[config.mk]
export PLATFORM = sky130hd
export DESIGN_NAME = sd_cmd_top
export DESIGN_NICKNAME = d
export VERILOG_FILES = /design/src/rtl/sd_bus_pkg.sv /design/src/rtl/sd_cmd_pkg.sv /design/src/rtl/cmd_wrap.sv /design/src/rtl/cmd_write.sv /design/src/rtl/rsp_read.sv /design/src/rtl/sd_clk_div.sv /design/src/rtl/sd_cmd_top.sv
export SDC_FILE = /design/constraint.sdc
export NUM_CORES = 1
export LEC_CHECK = 0
export ABC_AREA = 1
export ABC_CLOCK_PERIOD_IN_PS = 9500
export BUFFER_PORTS_ARGS = -buffer_cell sky130_fd_sc_hd__buf_2
export CELL_PAD_IN_SITES_DETAIL_PLACEMENT = 0
export CELL_PAD_IN_SITES_GLOBAL_PLACEMENT = 1
export CORE_UTILIZATION = 47
export DETAILED_ROUTE_END_ITERATION = 8
export PLACE_DENSITY_LB_ADDON = 0.1
export SETUP_SLACK_MARGIN = 0.3
export SYNTH_ARGS = -nofsm -noshare
export SYNTH_HDL_FRONTEND = slang
export SYNTH_SLANG_ARGS = --single-unit
[constraint.sdc]
create_clock -name clk_i -period 9.5 [get_ports clk_i]
set_input_delay 1.9 -clock clk_i [delete_from_list [all_inputs] [get_ports clk_i]]
set_output_delay 1.9 -clock clk_i [all_outputs]
set_load 0.02 [all_outputs]
[src/rtl/sd_bus_pkg.sv]
package sd_bus_pkg;

  //////////////////////////////
  // frame lengths on the CMD line
  //////////////////////////////

  localparam int unsigned CMD_FRAME_BITS   = 48;   // start, dir, index, arg, crc, end
  localparam int unsigned RSP_SHORT_BITS   = 48;   // R1, R3, R6, R7
  localparam int unsigned RSP_LONG_BITS    = 136;  // R2
  localparam int unsigned RSP_PAYLOAD_BITS = 120;  // long: bits 127:8, short: 47:8 placed low
  localparam int unsigned CRC7_WIDTH       = 7;

  //////////////////////////////
  // crc7 with x^7 + x^3 + 1
  //////////////////////////////

  // one serial step, msb first, initial value zero
  function automatic logic [CRC7_WIDTH-1:0] crc7_next(
    input logic [CRC7_WIDTH-1:0] crc,
    input logic                  din
  );
    logic fb;
    fb = din ^ crc[CRC7_WIDTH-1];
    return {crc[CRC7_WIDTH-2:0], 1'b0} ^ {3'b000, fb, 2'b00, fb};
  endfunction

endpackage

[src/rtl/sd_cmd_pkg.sv]
package sd_cmd_pkg;

  // response type field as written by the host
  typedef enum logic [1:0] {
    RSP_NONE       = 2'b00,
    RSP_LONG       = 2'b01,  // 136 bit, R2
    RSP_SHORT      = 2'b10,  // 48 bit
    RSP_SHORT_BUSY = 2'b11   // 48 bit, busy on dat0 afterwards
  } rsp_type_e;

  typedef enum logic [2:0] {
    READY,
    WRITE_CMD,
    BUS_SWITCH,     // line turnaround before the response
    READ_RSP,
    READ_RSP_BUSY,  // response plus busy on dat0
    RSP_RECEIVED    // N_RC gap before the next command
  } cmd_seq_state_e;

  localparam int unsigned RSP_TIMEOUT_CYCLES = 64;  // sd clocks until a start bit
  localparam int unsigned NRC_CYCLES         = 8;
  localparam int unsigned CNT_WIDTH          = 6;

endpackage

[src/rtl/cmd_wrap.sv]
`timescale 1ns/1ps

module cmd_wrap import sd_bus_pkg::*, sd_cmd_pkg::*; (
  input  logic        clk_i,
  input  logic        rst_ni,
  input  logic        clk_en_p_i,
  input  logic        clk_en_n_i,
  input  logic        cmd_start_i,
  input  logic [5:0]  cmd_index_i,
  input  logic [31:0] cmd_arg_i,
  input  rsp_type_e   rsp_type_i,
  input  logic        crc_check_en_i,
  input  logic        index_check_en_i,
  input  logic        sd_cmd_i,
  input  logic        sd_dat0_i,
  output logic        sd_cmd_o,
  output logic        sd_cmd_en_o,
  output logic        cmd_inhibit_o,
  output logic        cmd_done_o,
  output logic        rsp_done_o,
  output logic [31:0] rsp_word0_o,
  output logic [31:0] rsp_word1_o,
  output logic [31:0] rsp_word2_o,
  output logic [31:0] rsp_word3_o,
  output logic        err_timeout_o,
  output logic        err_crc_o,
  output logic        err_end_bit_o,
  output logic        err_index_o
);

  cmd_seq_state_e              state_q, state_d;
  rsp_type_e                   rsp_type_q;
  logic [CNT_WIDTH-1:0]        cnt_q, cnt_d;
  logic [5:0]                  index_q;
  logic                        start_req_q, rsp_got_q, crc_chk_q, idx_chk_q;
  logic                        start_tx, tx_done, start_listening, receiving, rsp_valid;
  logic                        crc_ok, end_bit_err, rsp_state, timeout, rsp_upd;
  logic [RSP_PAYLOAD_BITS-1:0] rsp;

  assign cmd_inhibit_o = start_req_q | (state_q != READY);
  assign start_tx      = cmd_start_i & ~cmd_inhibit_o;  // strobes while inhibited are dropped

  always_ff @(posedge clk_i) begin
    if (!rst_ni) begin
      start_req_q <= 1'b0;
      rsp_type_q  <= RSP_NONE;
      crc_chk_q   <= 1'b0;
      idx_chk_q   <= 1'b0;
    end else if (start_tx) begin
      start_req_q <= 1'b1;
      rsp_type_q  <= rsp_type_i;
      crc_chk_q   <= crc_check_en_i;
      idx_chk_q   <= index_check_en_i;
    end else if (clk_en_p_i && state_q == READY) begin
      start_req_q <= 1'b0;  // taken by the sequencer
    end
  end

  always_ff @(posedge clk_i) begin
    if (start_tx) index_q <= cmd_index_i;
  end

  //////////////////////////////
  // command sequencer
  //////////////////////////////

  assign rsp_state = (state_q == READ_RSP) || (state_q == READ_RSP_BUSY);
  assign timeout   = rsp_state & ~receiving & ~rsp_got_q
                   & (cnt_q >= CNT_WIDTH'(RSP_TIMEOUT_CYCLES - 2));
  assign rsp_upd   = clk_en_p_i & rsp_state & rsp_valid;

  always_comb begin
    state_d = state_q;
    unique case (state_q)
      READY:         if (start_req_q) state_d = WRITE_CMD;
      WRITE_CMD:     if (tx_done) state_d = (rsp_type_q == RSP_NONE) ? RSP_RECEIVED : BUS_SWITCH;
      BUS_SWITCH:    state_d = (rsp_type_q == RSP_SHORT_BUSY) ? READ_RSP_BUSY : READ_RSP;
      READ_RSP:      if (timeout || rsp_valid) state_d = RSP_RECEIVED;
      READ_RSP_BUSY: if (timeout || (rsp_got_q && sd_dat0_i)) state_d = RSP_RECEIVED;
      RSP_RECEIVED:  if (cnt_q == CNT_WIDTH'(NRC_CYCLES - 1)) state_d = READY;
      default:       state_d = READY;
    endcase
  end

  always_comb begin
    cnt_d = '0;
    if (rsp_state) cnt_d = (receiving || rsp_got_q) ? '0 : cnt_q + 1'b1;  // timeout count
    else if (state_q == RSP_RECEIVED) cnt_d = cnt_q + 1'b1;               // N_RC gap
    if (state_d != state_q) cnt_d = '0;
  end

  always_ff @(posedge clk_i) begin
    if (!rst_ni) begin
      state_q   <= READY;
      cnt_q     <= '0;
      rsp_got_q <= 1'b0;
    end else if (clk_en_p_i) begin
      state_q   <= state_d;
      cnt_q     <= cnt_d;
      rsp_got_q <= (state_q == BUS_SWITCH) ? 1'b0 : (rsp_got_q | rsp_valid);
    end
  end

  assign start_listening = (state_q == BUS_SWITCH) || (state_q == READ_RSP)
                         || (state_q == READ_RSP_BUSY && !rsp_got_q);

  assign cmd_done_o    = clk_en_p_i & ((state_q == BUS_SWITCH)
                       | (state_q == WRITE_CMD & tx_done & rsp_type_q == RSP_NONE));
  assign rsp_done_o    = clk_en_p_i & (state_q == RSP_RECEIVED) & (state_d == READY);
  assign err_timeout_o = clk_en_p_i & timeout;
  assign err_crc_o     = rsp_upd & crc_chk_q & ~crc_ok;
  assign err_end_bit_o = rsp_upd & end_bit_err;
  assign err_index_o   = rsp_upd & idx_chk_q & (rsp_type_q != RSP_LONG)
                       & (rsp[37:32] != index_q);  // index sits above the card status

  always_ff @(posedge clk_i) begin
    if (rsp_upd) begin
      rsp_word0_o <= rsp[31:0];
      if (rsp_type_q == RSP_LONG) begin
        rsp_word1_o <= rsp[63:32];
        rsp_word2_o <= rsp[95:64];
        rsp_word3_o <= {8'h00, rsp[119:96]};
      end
    end
  end

  cmd_write i_cmd_write (
    .clk_i          (clk_i),
    .rst_ni         (rst_ni),
    .clk_en_n_i     (clk_en_n_i),
    .start_tx_i     (start_tx),
    .cmd_nr_i       (cmd_index_i),
    .cmd_argument_i (cmd_arg_i),
    .cmd_o          (sd_cmd_o),
    .cmd_en_o       (sd_cmd_en_o),
    .tx_done_o      (tx_done)
  );

  rsp_read i_rsp_read (
    .clk_i             (clk_i),
    .rst_ni            (rst_ni),
    .clk_en_i          (clk_en_p_i),
    .cmd_i             (sd_cmd_i),
    .long_rsp_i        (rsp_type_q == RSP_LONG),
    .start_listening_i (start_listening),
    .receiving_o       (receiving),
    .rsp_valid_o       (rsp_valid),
    .rsp_o             (rsp),
    .crc_ok_o          (crc_ok),
    .end_bit_err_o     (end_bit_err)
  );

  a_done_exclusive : assert property (@(posedge clk_i) disable iff (!rst_ni)
    !(rsp_done_o && cmd_done_o));

endmodule

[src/rtl/cmd_write.sv]
`timescale 1ns/1ps

module cmd_write import sd_bus_pkg::*; (
  input  logic        clk_i,
  input  logic        rst_ni,
  input  logic        clk_en_n_i,      // bits change after the falling sd edge
  input  logic        start_tx_i,
  input  logic [5:0]  cmd_nr_i,
  input  logic [31:0] cmd_argument_i,
  output logic        cmd_o,
  output logic        cmd_en_o,
  output logic        tx_done_o        // high while the end bit is on the line
);

  logic [39:0] sh_q;    // start, transmission bit, index, argument
  logic [6:0]  crc_q;
  logic [5:0]  cnt_q;   // bits already driven
  logic        busy_q;
  logic        cmd_q;
  logic        cmd_en_q;
  logic        shift;

  assign shift = clk_en_n_i & busy_q & (cnt_q < 6'(CMD_FRAME_BITS - CRC7_WIDTH - 1));

  always_ff @(posedge clk_i) begin
    if (!rst_ni) begin
      busy_q   <= 1'b0;
      cnt_q    <= 6'd0;
      crc_q    <= '0;
      cmd_q    <= 1'b1;
      cmd_en_q <= 1'b0;
    end else if (start_tx_i) begin
      busy_q <= 1'b1;
      cnt_q  <= 6'd0;
      crc_q  <= '0;
    end else if (clk_en_n_i && busy_q) begin
      cnt_q    <= cnt_q + 6'd1;
      cmd_en_q <= 1'b1;
      if (shift) begin
        cmd_q <= sh_q[39];
        crc_q <= crc7_next(crc_q, sh_q[39]);
      end else if (cnt_q < 6'(CMD_FRAME_BITS - 1)) begin
        cmd_q <= crc_q[CRC7_WIDTH-1];  // crc goes out msb first
        crc_q <= {crc_q[CRC7_WIDTH-2:0], 1'b0};
      end else if (cnt_q == 6'(CMD_FRAME_BITS - 1)) begin
        cmd_q <= 1'b1;  // end bit
      end else begin
        busy_q   <= 1'b0;  // release the line
        cmd_en_q <= 1'b0;
        cmd_q    <= 1'b1;
      end
    end
  end

  always_ff @(posedge clk_i) begin
    if (start_tx_i) begin
      sh_q <= {1'b0, 1'b1, cmd_nr_i, cmd_argument_i};
    end else if (shift) begin
      sh_q <= {sh_q[38:0], 1'b0};
    end
  end

  assign cmd_o     = cmd_q;
  assign cmd_en_o  = cmd_en_q;
  assign tx_done_o = busy_q & (cnt_q == 6'(CMD_FRAME_BITS));

  // the sequencer holds off new commands until the frame is out
  a_no_restart : assert property (@(posedge clk_i) disable iff (!rst_ni)
    start_tx_i |-> !busy_q);

endmodule

[src/rtl/rsp_read.sv]
`timescale 1ns/1ps

module rsp_read import sd_bus_pkg::*; (
  input  logic                        clk_i,
  input  logic                        rst_ni,
  input  logic                        clk_en_i,          // sample before the rising sd edge
  input  logic                        cmd_i,
  input  logic                        long_rsp_i,
  input  logic                        start_listening_i,
  output logic                        receiving_o,
  output logic                        rsp_valid_o,
  output logic [RSP_PAYLOAD_BITS-1:0] rsp_o,
  output logic                        crc_ok_o,
  output logic                        end_bit_err_o
);

  logic                        receiving_q;
  logic                        valid_q;
  logic                        end_err_q;
  logic [7:0]                  pos_q;     // bits taken so far
  logic [CRC7_WIDTH-1:0]       crc_q;
  logic [RSP_PAYLOAD_BITS-1:0] sh_q;

  logic [7:0]                  cur_pos;
  logic [7:0]                  last_pos;
  logic [7:0]                  msg_lo;
  logic [7:0]                  msg_hi;
  logic                        take_bit;
  logic                        in_msg;
  logic                        in_crc;
  logic [CRC7_WIDTH-1:0]       crc_base;
  logic [RSP_PAYLOAD_BITS-1:0] sh_base;

  //////////////////////////////
  // frame positions
  //////////////////////////////

  assign last_pos = long_rsp_i ? 8'(RSP_LONG_BITS - 1) : 8'(RSP_SHORT_BITS - 1);
  assign msg_hi   = last_pos - 8'(CRC7_WIDTH + 1);
  // R2 crc skips start, transmission and reserved bits
  assign msg_lo   = long_rsp_i ? 8'(RSP_LONG_BITS - RSP_PAYLOAD_BITS - CRC7_WIDTH - 1) : 8'd0;

  assign cur_pos  = receiving_q ? pos_q : 8'd0;  // start bit is position 0
  assign take_bit = clk_en_i & start_listening_i & (receiving_q | (~cmd_i & ~valid_q));
  assign in_msg   = (cur_pos >= msg_lo) && (cur_pos <= msg_hi);
  assign in_crc   = (cur_pos >= msg_lo) && (cur_pos < last_pos);  // message plus crc field
  assign crc_base = receiving_q ? crc_q : '0;
  assign sh_base  = receiving_q ? sh_q : '0;

  always_ff @(posedge clk_i) begin
    if (!rst_ni) begin
      receiving_q <= 1'b0;
      valid_q     <= 1'b0;
      end_err_q   <= 1'b0;
      pos_q       <= 8'd0;
      crc_q       <= '0;
    end else if (clk_en_i) begin
      valid_q <= 1'b0;
      if (!start_listening_i) begin
        receiving_q <= 1'b0;
      end else if (take_bit) begin
        pos_q <= cur_pos + 8'd1;
        crc_q <= in_crc ? crc7_next(crc_base, cmd_i) : crc_base;
        if (cur_pos == last_pos) begin
          receiving_q <= 1'b0;
          valid_q     <= 1'b1;
          end_err_q   <= ~cmd_i;
        end else begin
          receiving_q <= 1'b1;
        end
      end
    end
  end

  always_ff @(posedge clk_i) begin
    if (take_bit) begin
      sh_q <= in_msg ? {sh_base[RSP_PAYLOAD_BITS-2:0], cmd_i} : sh_base;
    end
  end

  assign receiving_o   = receiving_q;
  assign rsp_valid_o   = valid_q;
  assign rsp_o         = sh_q;
  assign crc_ok_o      = (crc_q == '0);  // remainder is zero when the received crc matches
  assign end_bit_err_o = end_err_q;

endmodule

[src/rtl/sd_clk_div.sv]
`timescale 1ns/1ps

module sd_clk_div (
  input  logic       clk_i,
  input  logic       rst_ni,
  input  logic [7:0] clk_div_i,   // half period is clk_div_i + 1 clk_i cycles
  output logic       sd_clk_o,
  output logic       clk_en_p_o,  // high in the cycle before sd_clk rises
  output logic       clk_en_n_o   // high in the cycle before sd_clk falls
);

  logic [7:0] cnt_q;
  logic       sd_clk_q;
  logic       expire;

  assign expire = (cnt_q == 8'd0);

  always_ff @(posedge clk_i) begin
    if (!rst_ni) begin
      cnt_q    <= 8'd0;
      sd_clk_q <= 1'b0;
    end else if (expire) begin
      cnt_q    <= clk_div_i;  // reload on every toggle
      sd_clk_q <= ~sd_clk_q;
    end else begin
      cnt_q <= cnt_q - 8'd1;
    end
  end

  assign sd_clk_o   = sd_clk_q;
  assign clk_en_p_o = expire & ~sd_clk_q;
  assign clk_en_n_o = expire & sd_clk_q;

  a_en_exclusive : assert property (@(posedge clk_i) disable iff (!rst_ni)
    !(clk_en_p_o && clk_en_n_o));

endmodule

[src/rtl/sd_cmd_top.sv]
`timescale 1ns/1ps

module sd_cmd_top import sd_cmd_pkg::*; (
  input  logic        clk_i,
  input  logic        rst_ni,
  // host side
  input  logic        cmd_start_i,
  input  logic [5:0]  cmd_index_i,
  input  logic [31:0] cmd_arg_i,
  input  rsp_type_e   rsp_type_i,
  input  logic        crc_check_en_i,
  input  logic        index_check_en_i,
  input  logic [7:0]  clk_div_i,
  output logic        cmd_inhibit_o,
  output logic        cmd_done_o,
  output logic        rsp_done_o,
  output logic [31:0] rsp_word0_o,
  output logic [31:0] rsp_word1_o,
  output logic [31:0] rsp_word2_o,
  output logic [31:0] rsp_word3_o,
  output logic        err_timeout_o,
  output logic        err_crc_o,
  output logic        err_end_bit_o,
  output logic        err_index_o,
  // sd card side
  output logic        sd_clk_o,
  output logic        sd_cmd_o,
  output logic        sd_cmd_en_o,
  input  logic        sd_cmd_i,
  input  logic        sd_dat0_i
);

  logic clk_en_p, clk_en_n;

  sd_clk_div i_sd_clk_div (
    .clk_i      (clk_i),
    .rst_ni     (rst_ni),
    .clk_div_i  (clk_div_i),
    .sd_clk_o   (sd_clk_o),
    .clk_en_p_o (clk_en_p),
    .clk_en_n_o (clk_en_n)
  );

  cmd_wrap i_cmd_wrap (
    .clk_i            (clk_i),
    .rst_ni           (rst_ni),
    .clk_en_p_i       (clk_en_p),
    .clk_en_n_i       (clk_en_n),
    .cmd_start_i      (cmd_start_i),
    .cmd_index_i      (cmd_index_i),
    .cmd_arg_i        (cmd_arg_i),
    .rsp_type_i       (rsp_type_i),
    .crc_check_en_i   (crc_check_en_i),
    .index_check_en_i (index_check_en_i),
    .sd_cmd_i         (sd_cmd_i),
    .sd_dat0_i        (sd_dat0_i),
    .sd_cmd_o         (sd_cmd_o),
    .sd_cmd_en_o      (sd_cmd_en_o),
    .cmd_inhibit_o    (cmd_inhibit_o),
    .cmd_done_o       (cmd_done_o),
    .rsp_done_o       (rsp_done_o),
    .rsp_word0_o      (rsp_word0_o),
    .rsp_word1_o      (rsp_word1_o),
    .rsp_word2_o      (rsp_word2_o),
    .rsp_word3_o      (rsp_word3_o),
    .err_timeout_o    (err_timeout_o),
    .err_crc_o        (err_crc_o),
    .err_end_bit_o    (err_end_bit_o),
    .err_index_o      (err_index_o)
  );

endmodule

# Word level (Yosys, flattened, before mapping)
# Index checks and enable logic that the tools add are counted.
dict set report totals {
  word_cells 176
  reg_bits 344
  in_bits 55
  out_inout_bits 138
}
dict set report classes {
  add_sub_neg 5
  order_cmp 6
  eq_ne 19
  mux 43
  n_bitwise 43
  reduce_logical 32
}
# operator count
set op_table {}
lappend op_table {{two-way mux 120 bit} 2}
lappend op_table {{two-way mux 38 bit} 2}
lappend op_table {{two-way mux 7 bit} 4}
lappend op_table {{bitwise AND 1 bit} 26}
lappend op_table {{two-way mux 6 bit} 4}
lappend op_table {{two-way mux 8 bit} 3}
lappend op_table {{two-way mux 3 bit} 7}
lappend op_table {{two-way mux 1 bit} 19}
lappend op_table {{case mux 3 bit (6 select lines)} 1}
lappend op_table {{bitwise XOR 7 x 4 -> 7 bit} 2}
lappend op_table {{adder 6 x 1 -> 6 bit (second input constant)} 2}
lappend op_table {{equality test 6 bit (second input constant)} 2}
lappend op_table {{less-than comparator 6 bit (second input constant)} 2}
lappend op_table {{AND reduction 2 bit} 5}
lappend op_table {{inverter 1 bit} 9}
lappend op_table {{adder 8 x 1 -> 8 bit (second input constant)} 1}
lappend op_table {{equality test 8 bit} 1}
lappend op_table {{greater-or-equal comparator 8 x 4 -> 1 bit} 1}
lappend op_table {{<= comparator 8 bit} 1}
lappend op_table {{logical NOT 8 bit} 1}
lappend op_table {{less-than comparator 8 bit} 1}
lappend op_table {{AND reduction 4 bit} 2}
lappend op_table {{nonzero test 2 bit} 4}
lappend op_table {{subtractor 8 x 1 -> 8 bit (second input constant)} 1}
lappend op_table {{24 further kinds} 45}

# Longest topological paths before layout
dict set report depth {
  depth_word 10
  ltp_mapped 16
}

# Hierarchy
# From an unflattened synthesis, not the netlist that was laid out.
dict set report hier_totals {
  cells_unflattened 1643
  area_unflattened_um2 15558.7
}
# mod cells_each n_inst area_per_inst_um2 seq_area_each_um2
set modules_own_cells {}
lappend modules_own_cells {rsp_read 984 1 7647.3 3963.8}
lappend modules_own_cells {cmd_wrap 309 1 4969.8 4083.9}
lappend modules_own_cells {cmd_write 273 1 2432.3 1501.4}
lappend modules_own_cells {sd_clk_div 77 1 509.2 180.2}

# Worst setup path before layout
# OpenSTA, ideal clock, no wires.
dict set report synth_path {
  path_kind {register to register}
  start {register i_sd_clk_div.cnt_q[0]}
  end {register i_cmd_wrap.rsp_word1_o[0] (enable)}
  t_required_ns 8.965
  slack_ns 1.598
  arrival_ns 7.367
  setup_time_ns 0.535
  synth_period_minus_slack_ns 7.902
  path_stages_with_launch 9
  n_path_buf 0
  path_cell_list {dfxtp_1 -> inv_1 -> ha_1 -> nand3_2 -> nor2_4 -> nand2_4 -> nor3_1 -> inv_1 -> nor2_1}
}
dict set report synth_via {
  elab_chain_len 5
}
# item line
set synth_lines {}
lappend synth_lines {{from (decl)} sd_clk_div.sv:12} ;# logic [7:0] cnt_q;
lappend synth_lines {{from (signal assigned)} sd_clk_div.sv:23} ;# cnt_q <= clk_div_i;
lappend synth_lines {{from (signal assigned)} sd_clk_div.sv:26} ;# cnt_q <= cnt_q - 8'd1;
lappend synth_lines {{logical NOT 8 bit} sd_clk_div.sv:16} ;# assign expire = (cnt_q == 8'd0);
lappend synth_lines {{bitwise AND 1 bit} sd_clk_div.sv:31} ;# assign clk_en_p_o = expire & ~sd_clk_q;
lappend synth_lines {{bitwise AND 1 bit (2 in a row)} cmd_wrap.sv:70} ;# assign rsp_upd = clk_en_p_i & rsp_state & rsp_valid;
lappend synth_lines {{via i_cmd_wrap.rsp_upd} cmd_wrap.sv:37} ;# logic crc_ok, end_bit_err, rsp_state, timeout, rsp_upd;
lappend synth_lines {{AND reduction 2 bit (no line)} --}
lappend synth_lines {{to (signal assigned)} cmd_wrap.sv:120} ;# rsp_word1_o <= rsp[63:32];
lappend synth_lines {{to (decl)} cmd_wrap.sv:22} ;# output logic [31:0] rsp_word1_o,
# The timed path passes the listed nets, and every way through them passes these cells.
# A chain may end at the register's enable or synchronous reset.

# Final worst setup path
dict set report layout_path {
  start {register i_cmd_wrap.i_rsp_read.receiving_q, in the netlist i_cmd_wrap.i_rsp_read.receiving_o}
  end {register i_cmd_wrap.i_rsp_read.sh_q[97], in the netlist i_cmd_wrap.i_rsp_read.rsp_o[97] (data pin)}
}
dict set report layout_via {
  elab_chain_len 4
  word_cells_on_any_way 6
}
# item line
set layout_lines {}
lappend layout_lines {{from (decl)} rsp_read.sv:17} ;# logic receiving_q;
lappend layout_lines {{from (signal assigned)} rsp_read.sv:52} ;# receiving_q <= 1'b0;
lappend layout_lines {{from (signal assigned)} rsp_read.sv:60} ;# receiving_q <= 1'b0;
lappend layout_lines {{from (signal assigned)} rsp_read.sv:65} ;# receiving_q <= 1'b0;
lappend layout_lines {{two-way mux 8 bit} rsp_read.sv:43} ;# assign cur_pos = receiving_q ? pos_q : 8'd0;
lappend layout_lines {{greater-or-equal comparator 8 x 4 -> 1 bit or <= comparator 8 bit (tied branches)} rsp_read.sv:45} ;# assign in_msg = (cur_pos >= msg_lo) && (cur_pos <= msg_hi);
lappend layout_lines {{logical AND 1 bit} rsp_read.sv:45}
lappend layout_lines {{two-way mux 120 bit (*)} rsp_read.sv:77} ;# sh_q <= in_msg ? {sh_base[RSP_PAYLOAD_BITS-2:0], cmd_i} : sh_base;
lappend layout_lines {{to (signal assigned)} rsp_read.sv:77}
lappend layout_lines {{to (decl)} rsp_read.sv:22} ;# logic [RSP_PAYLOAD_BITS-1:0] sh_q;
# Mark *: on every way between the ends. The rest lies on a longest branch, timed or not. The select of a mux whose other input is x is not followed.

==> impl_results.md <==
* Worst Hold Depth at 0
* Cell variety after synth at 46
* First-iteration detailed-routing DRC count at 584
* Power Density at 237.4 nW/um^2
* Setup crit end kind: flip-flop
* Ys flop type: edfxtp_1
* Antenna viol nets, final at 0
* Number of enable flip-flop cells after synthesis at 284
* Sw Share at 29.48%
* Max Cap Viol at 0
* Initial Util at 47.59%
* Post-synthesis async set-or-reset flop share at 0%
* Insertion delay to the later sink of the worst-skew pair at 0.51 ns
* FMAX at 0.1986 GHz
* Most used cell along the critical path: nand3_2
* Top-count cell post-synth: nand2_1
* Leading area contributor after synthesis: edfxtp_1
* Worst Path Arrival at 5.26 ns
* Final count of negative-setup-slack endpoints at 0
* Layout cells sized above 1 at 30.20%
* GPL Wtd Cong at 0.7851
* Crit start category: flip-flop
* Dpl cells at 1897
* Via density at 4.980
* DP HPWL at 18.02 mm
* H-tree level count at 2
* Synthesized instance count at 1335
* Die W at 183.3 microns
* PnR worst setup slack at 4.465 ns
* Worst-path clk slew at 0.06 ns
* Worst-Margin Slew at 1.108 ns
* Seq/Total Area, Yosys at 63.00%
* Clock Sink Count at 344
* All-Layer GR Usage at 17.40%
* Yosys top cell area share at 55.22%
* Reg power frac at 47.3%
* Hold-fix buffers at CTS at 0
* Die area at 33590 sq um
* Vias in the first global route at 9024
* Number of fill cells at 2886
* Critical Path RT at 9.73 ns
* # diodes at 0
* Finished Layout Cells at 1965
* CTS tree: built
* Clock power frac at 34.1%
* Post-cts sizing count at 0
* Total power at 4.202 mW
* Final Cycle Share at 53.00%
* Routed WL at 29.06 mm
* Area grow syn2layout at 14.61%
* Main area contributors after synthesis: edfxtp_1 (55%), nand2_1 (7.9%), dfxtp_1 (7.8%)
* Initial antenna violation count at 1
* P_sw at 1.239 mW
* Run status: finished, final reports clean
* Remaining DRCs at 0
* Number of CTS-inserted buffers at 37
* Via count at 9785
* Hold_sp: i_cmd_wrap.i_rsp_read.rsp_o[119]$_DFFE_PP_
* Worst-path fanout max at 168
* Yosys Warn Count at 0
* Start of the worst register-to-register path: i_cmd_wrap.i_rsp_read.receiving_o$_SDFFE_PN0P_
* CTS root buf: clkbuf_16
* Drt wl/cell at 14.79 microns
* Setup Total Neg Slack at 0 ns
* Worst reg2reg path depth at 10
* Min-Delay Path Class: flip-flop to flip-flop
* Worst slew margin at 26.13%
* Row Count at 66
* Max clock buf depth at 3
* Layout Skew at 0.008870 ns
* Max stage delay cell, worst path: dfxtp_4
* Flops & latches, synth at 344
* Setup bufs post-CTS at 0
* Worst vdd ir at 0.2509 mV
* CP startpoint: i_cmd_wrap.i_rsp_read.receiving_o$_SDFFE_PN0P_
* Worst-path cell chain: buf_4, nand2_1, inv_2, ha_1, nand3_2, o22ai_2, nand3_4, buf_12, nand3_2, o21ai_2
* TritonRoute pass-1 iters at 4
* Pins Over Slew Limit at 0
* Crit-path max cell delay at 1.05 ns
* Core area at 32450 sq um
* RSZ-0062 raised after global routing: no
* PortBufs at 184
* Tmin final at 5.035 ns
* Hold Vio Cnt, Final at 0
* Synthesized area at 15440 sq um
* R2R Setup Slk at 4.46 ns
* Int Pwr at 2.963 mW
* Setup WS pre-CTS at 4.429 ns
* Layout net count at 1563
* I/O pin count at 193
* Post-synthesis area per instance at 11.57 sq um
* First-pass GRT wire length at 47.33 mm
* Die height at 183.3 microns
* Top post-synthesis cells by count: nand2_1 (326), edfxtp_1 (284), nand3_2 (100)
* Comb power frac at 18.7%
* Pin count of the biggest net entering global routing at 169
* Critical path class: flip-flop to flip-flop
* Leak at 6.433 nW
* GRT overflow at 0
* R2R Path End: i_cmd_wrap.i_rsp_read.rsp_o[97]$_DFFE_PP_
* Worst Hold End: i_cmd_wrap.rsp_word3_o[23]$_DFFE_PP_
[cells in the final DEF, fill, tap and decap left out, drive strengths merged, types with 2 or more instances in the layout]
cell    Yosys  final
nand2     329    329
edfxtp    284    284
buf        48    193
o21ai     155    155
nand3     146    146
inv        78     79
dfxtp      60     60
nor2       60     60
clkbuf     32     59
a21oi      53     53
nand4      14     14
ha         14     14
xor2       12     12
nor3        9      9
conb        1      8
a211oi      6      6
o211ai      6      6
clkinv      0      6
a31oi       5      5
o31ai       4      4
xnor2       4      4
o21bai      3      3
nor4        3      3
or2         2      2
bufinv      0      2
o22ai       2      2
[routing by layer]
metal	wire length (microns)	share of wire, %	global-route usage, %	up-vias
met2	12970	45	26.49	188
met5	13	0.045	0	-
met4	451	1.6	4.133	2
li1	-	-	-	5007
met1	14160	49	25.27	4551
met3	1464	5.0	3.872	37
[critical path: cells and delay by family, from the launching register on]
kind	cells	cell delay (ns)
AND/OR/NAND/NOR	4	1.25
adder cells (fa/ha/maj)	1	0.19
flip-flops	1	1.05
AO/OA/AOI/OAI	2	0.34
buffers and inverters	3	1.73
[flip-flops by register name, summed over array words and instances (netlist names), 2 cells and up]
register,count
i_cmd_wrap.cnt_q,6
i_cmd_wrap.i_cmd_write.cnt_q,6
i_cmd_wrap.i_cmd_write.crc_q,7
i_cmd_wrap.i_cmd_write.sh_q,40
i_cmd_wrap.i_rsp_read.crc_q,7
i_cmd_wrap.i_rsp_read.pos_q,8
i_cmd_wrap.i_rsp_read.rsp_o,120
i_cmd_wrap.index_q,6
i_cmd_wrap.rsp_type_q,2
i_cmd_wrap.rsp_word0_o,32
i_cmd_wrap.rsp_word1_o,32
i_cmd_wrap.rsp_word2_o,32
i_cmd_wrap.rsp_word3_o,24
i_cmd_wrap.state_q,3
i_sd_clk_div.cnt_q,8
[worst max path at each step]
stage | to | slack [ns] | cells past startpoint
floorplan | i_cmd_wrap.rsp_word1_o[0]$_DFFE_PP_ | 1.60 | 8
finish | i_cmd_wrap.i_rsp_read.rsp_o[97]$_DFFE_PP_ | 4.46 | 10
global placement | i_cmd_wrap.i_rsp_read.rsp_o[119]$_DFFE_PP_ | 4.47 | 9
CTS | i_cmd_wrap.i_rsp_read.rsp_o[119]$_DFFE_PP_ | 4.42 | 9
detailed placement | i_cmd_wrap.i_rsp_read.rsp_o[119]$_DFFE_PP_ | 4.43 | 9
global route | i_cmd_wrap.i_rsp_read.rsp_o[1]$_DFFE_PP_ | 4.00 | 10
[per-stage QoR]
| stage | area (sq um) | util (%) | hold WS [ns] |
|---|---|---|---|
| floorplan | 15470 | - | 0.4003 |
| global placement | 16480 | 50.79 | 0.4098 |
| detailed placement | 16480 | 50.79 | 0.4098 |
| CTS | 17700 | 54.54 | 0.4238 |
| global route | 17700 | 54.54 | 0.4410 |
| finish | 17700 | 54.54 | 0.4278 |
[cell families (layout without fill, tap and decap cells)]
group,count (synthesis),count (layout),share of synthesized area (%)
xor+xnor,16,16,0.9074
simple gates,565,565,18.90
flops,344,344,63.00
buf+inv,158,339,5.550
compound gates,237,237,10.48
other cells,1,8,0.02428
fa+ha+maj,14,14,1.134
[power by group through the flow]
stage	Sequential [mW]	Combinational (mW)	Clock, mW
CTS	1.99	0.803	1.48
global placement	2.01	0.791	0
detailed placement	2.02	0.800	0
global route	2.01	0.908	1.53
floorplan	1.98	0.666	0
finish	1.99	0.784	1.43
[cell type report]
| type | count | area (sq um) | share of cell area (%) |
|---|---|---|---|
| Sequential cell | 344 | 9733 | 54.99 |
| Clock inverter | 9 | 95.09 | 0.5373 |
| Timing Repair Buffer | 193 | 1001 | 5.655 |
| Inverter | 78 | 295.3 | 1.668 |
| Multi-Input combinational cell | 840 | 4901 | 27.69 |
| Tap cell | 442 | 553.0 | 3.125 |
| Clock buffer | 59 | 1121 | 6.334 |
(Power assumes the default switching activity.)
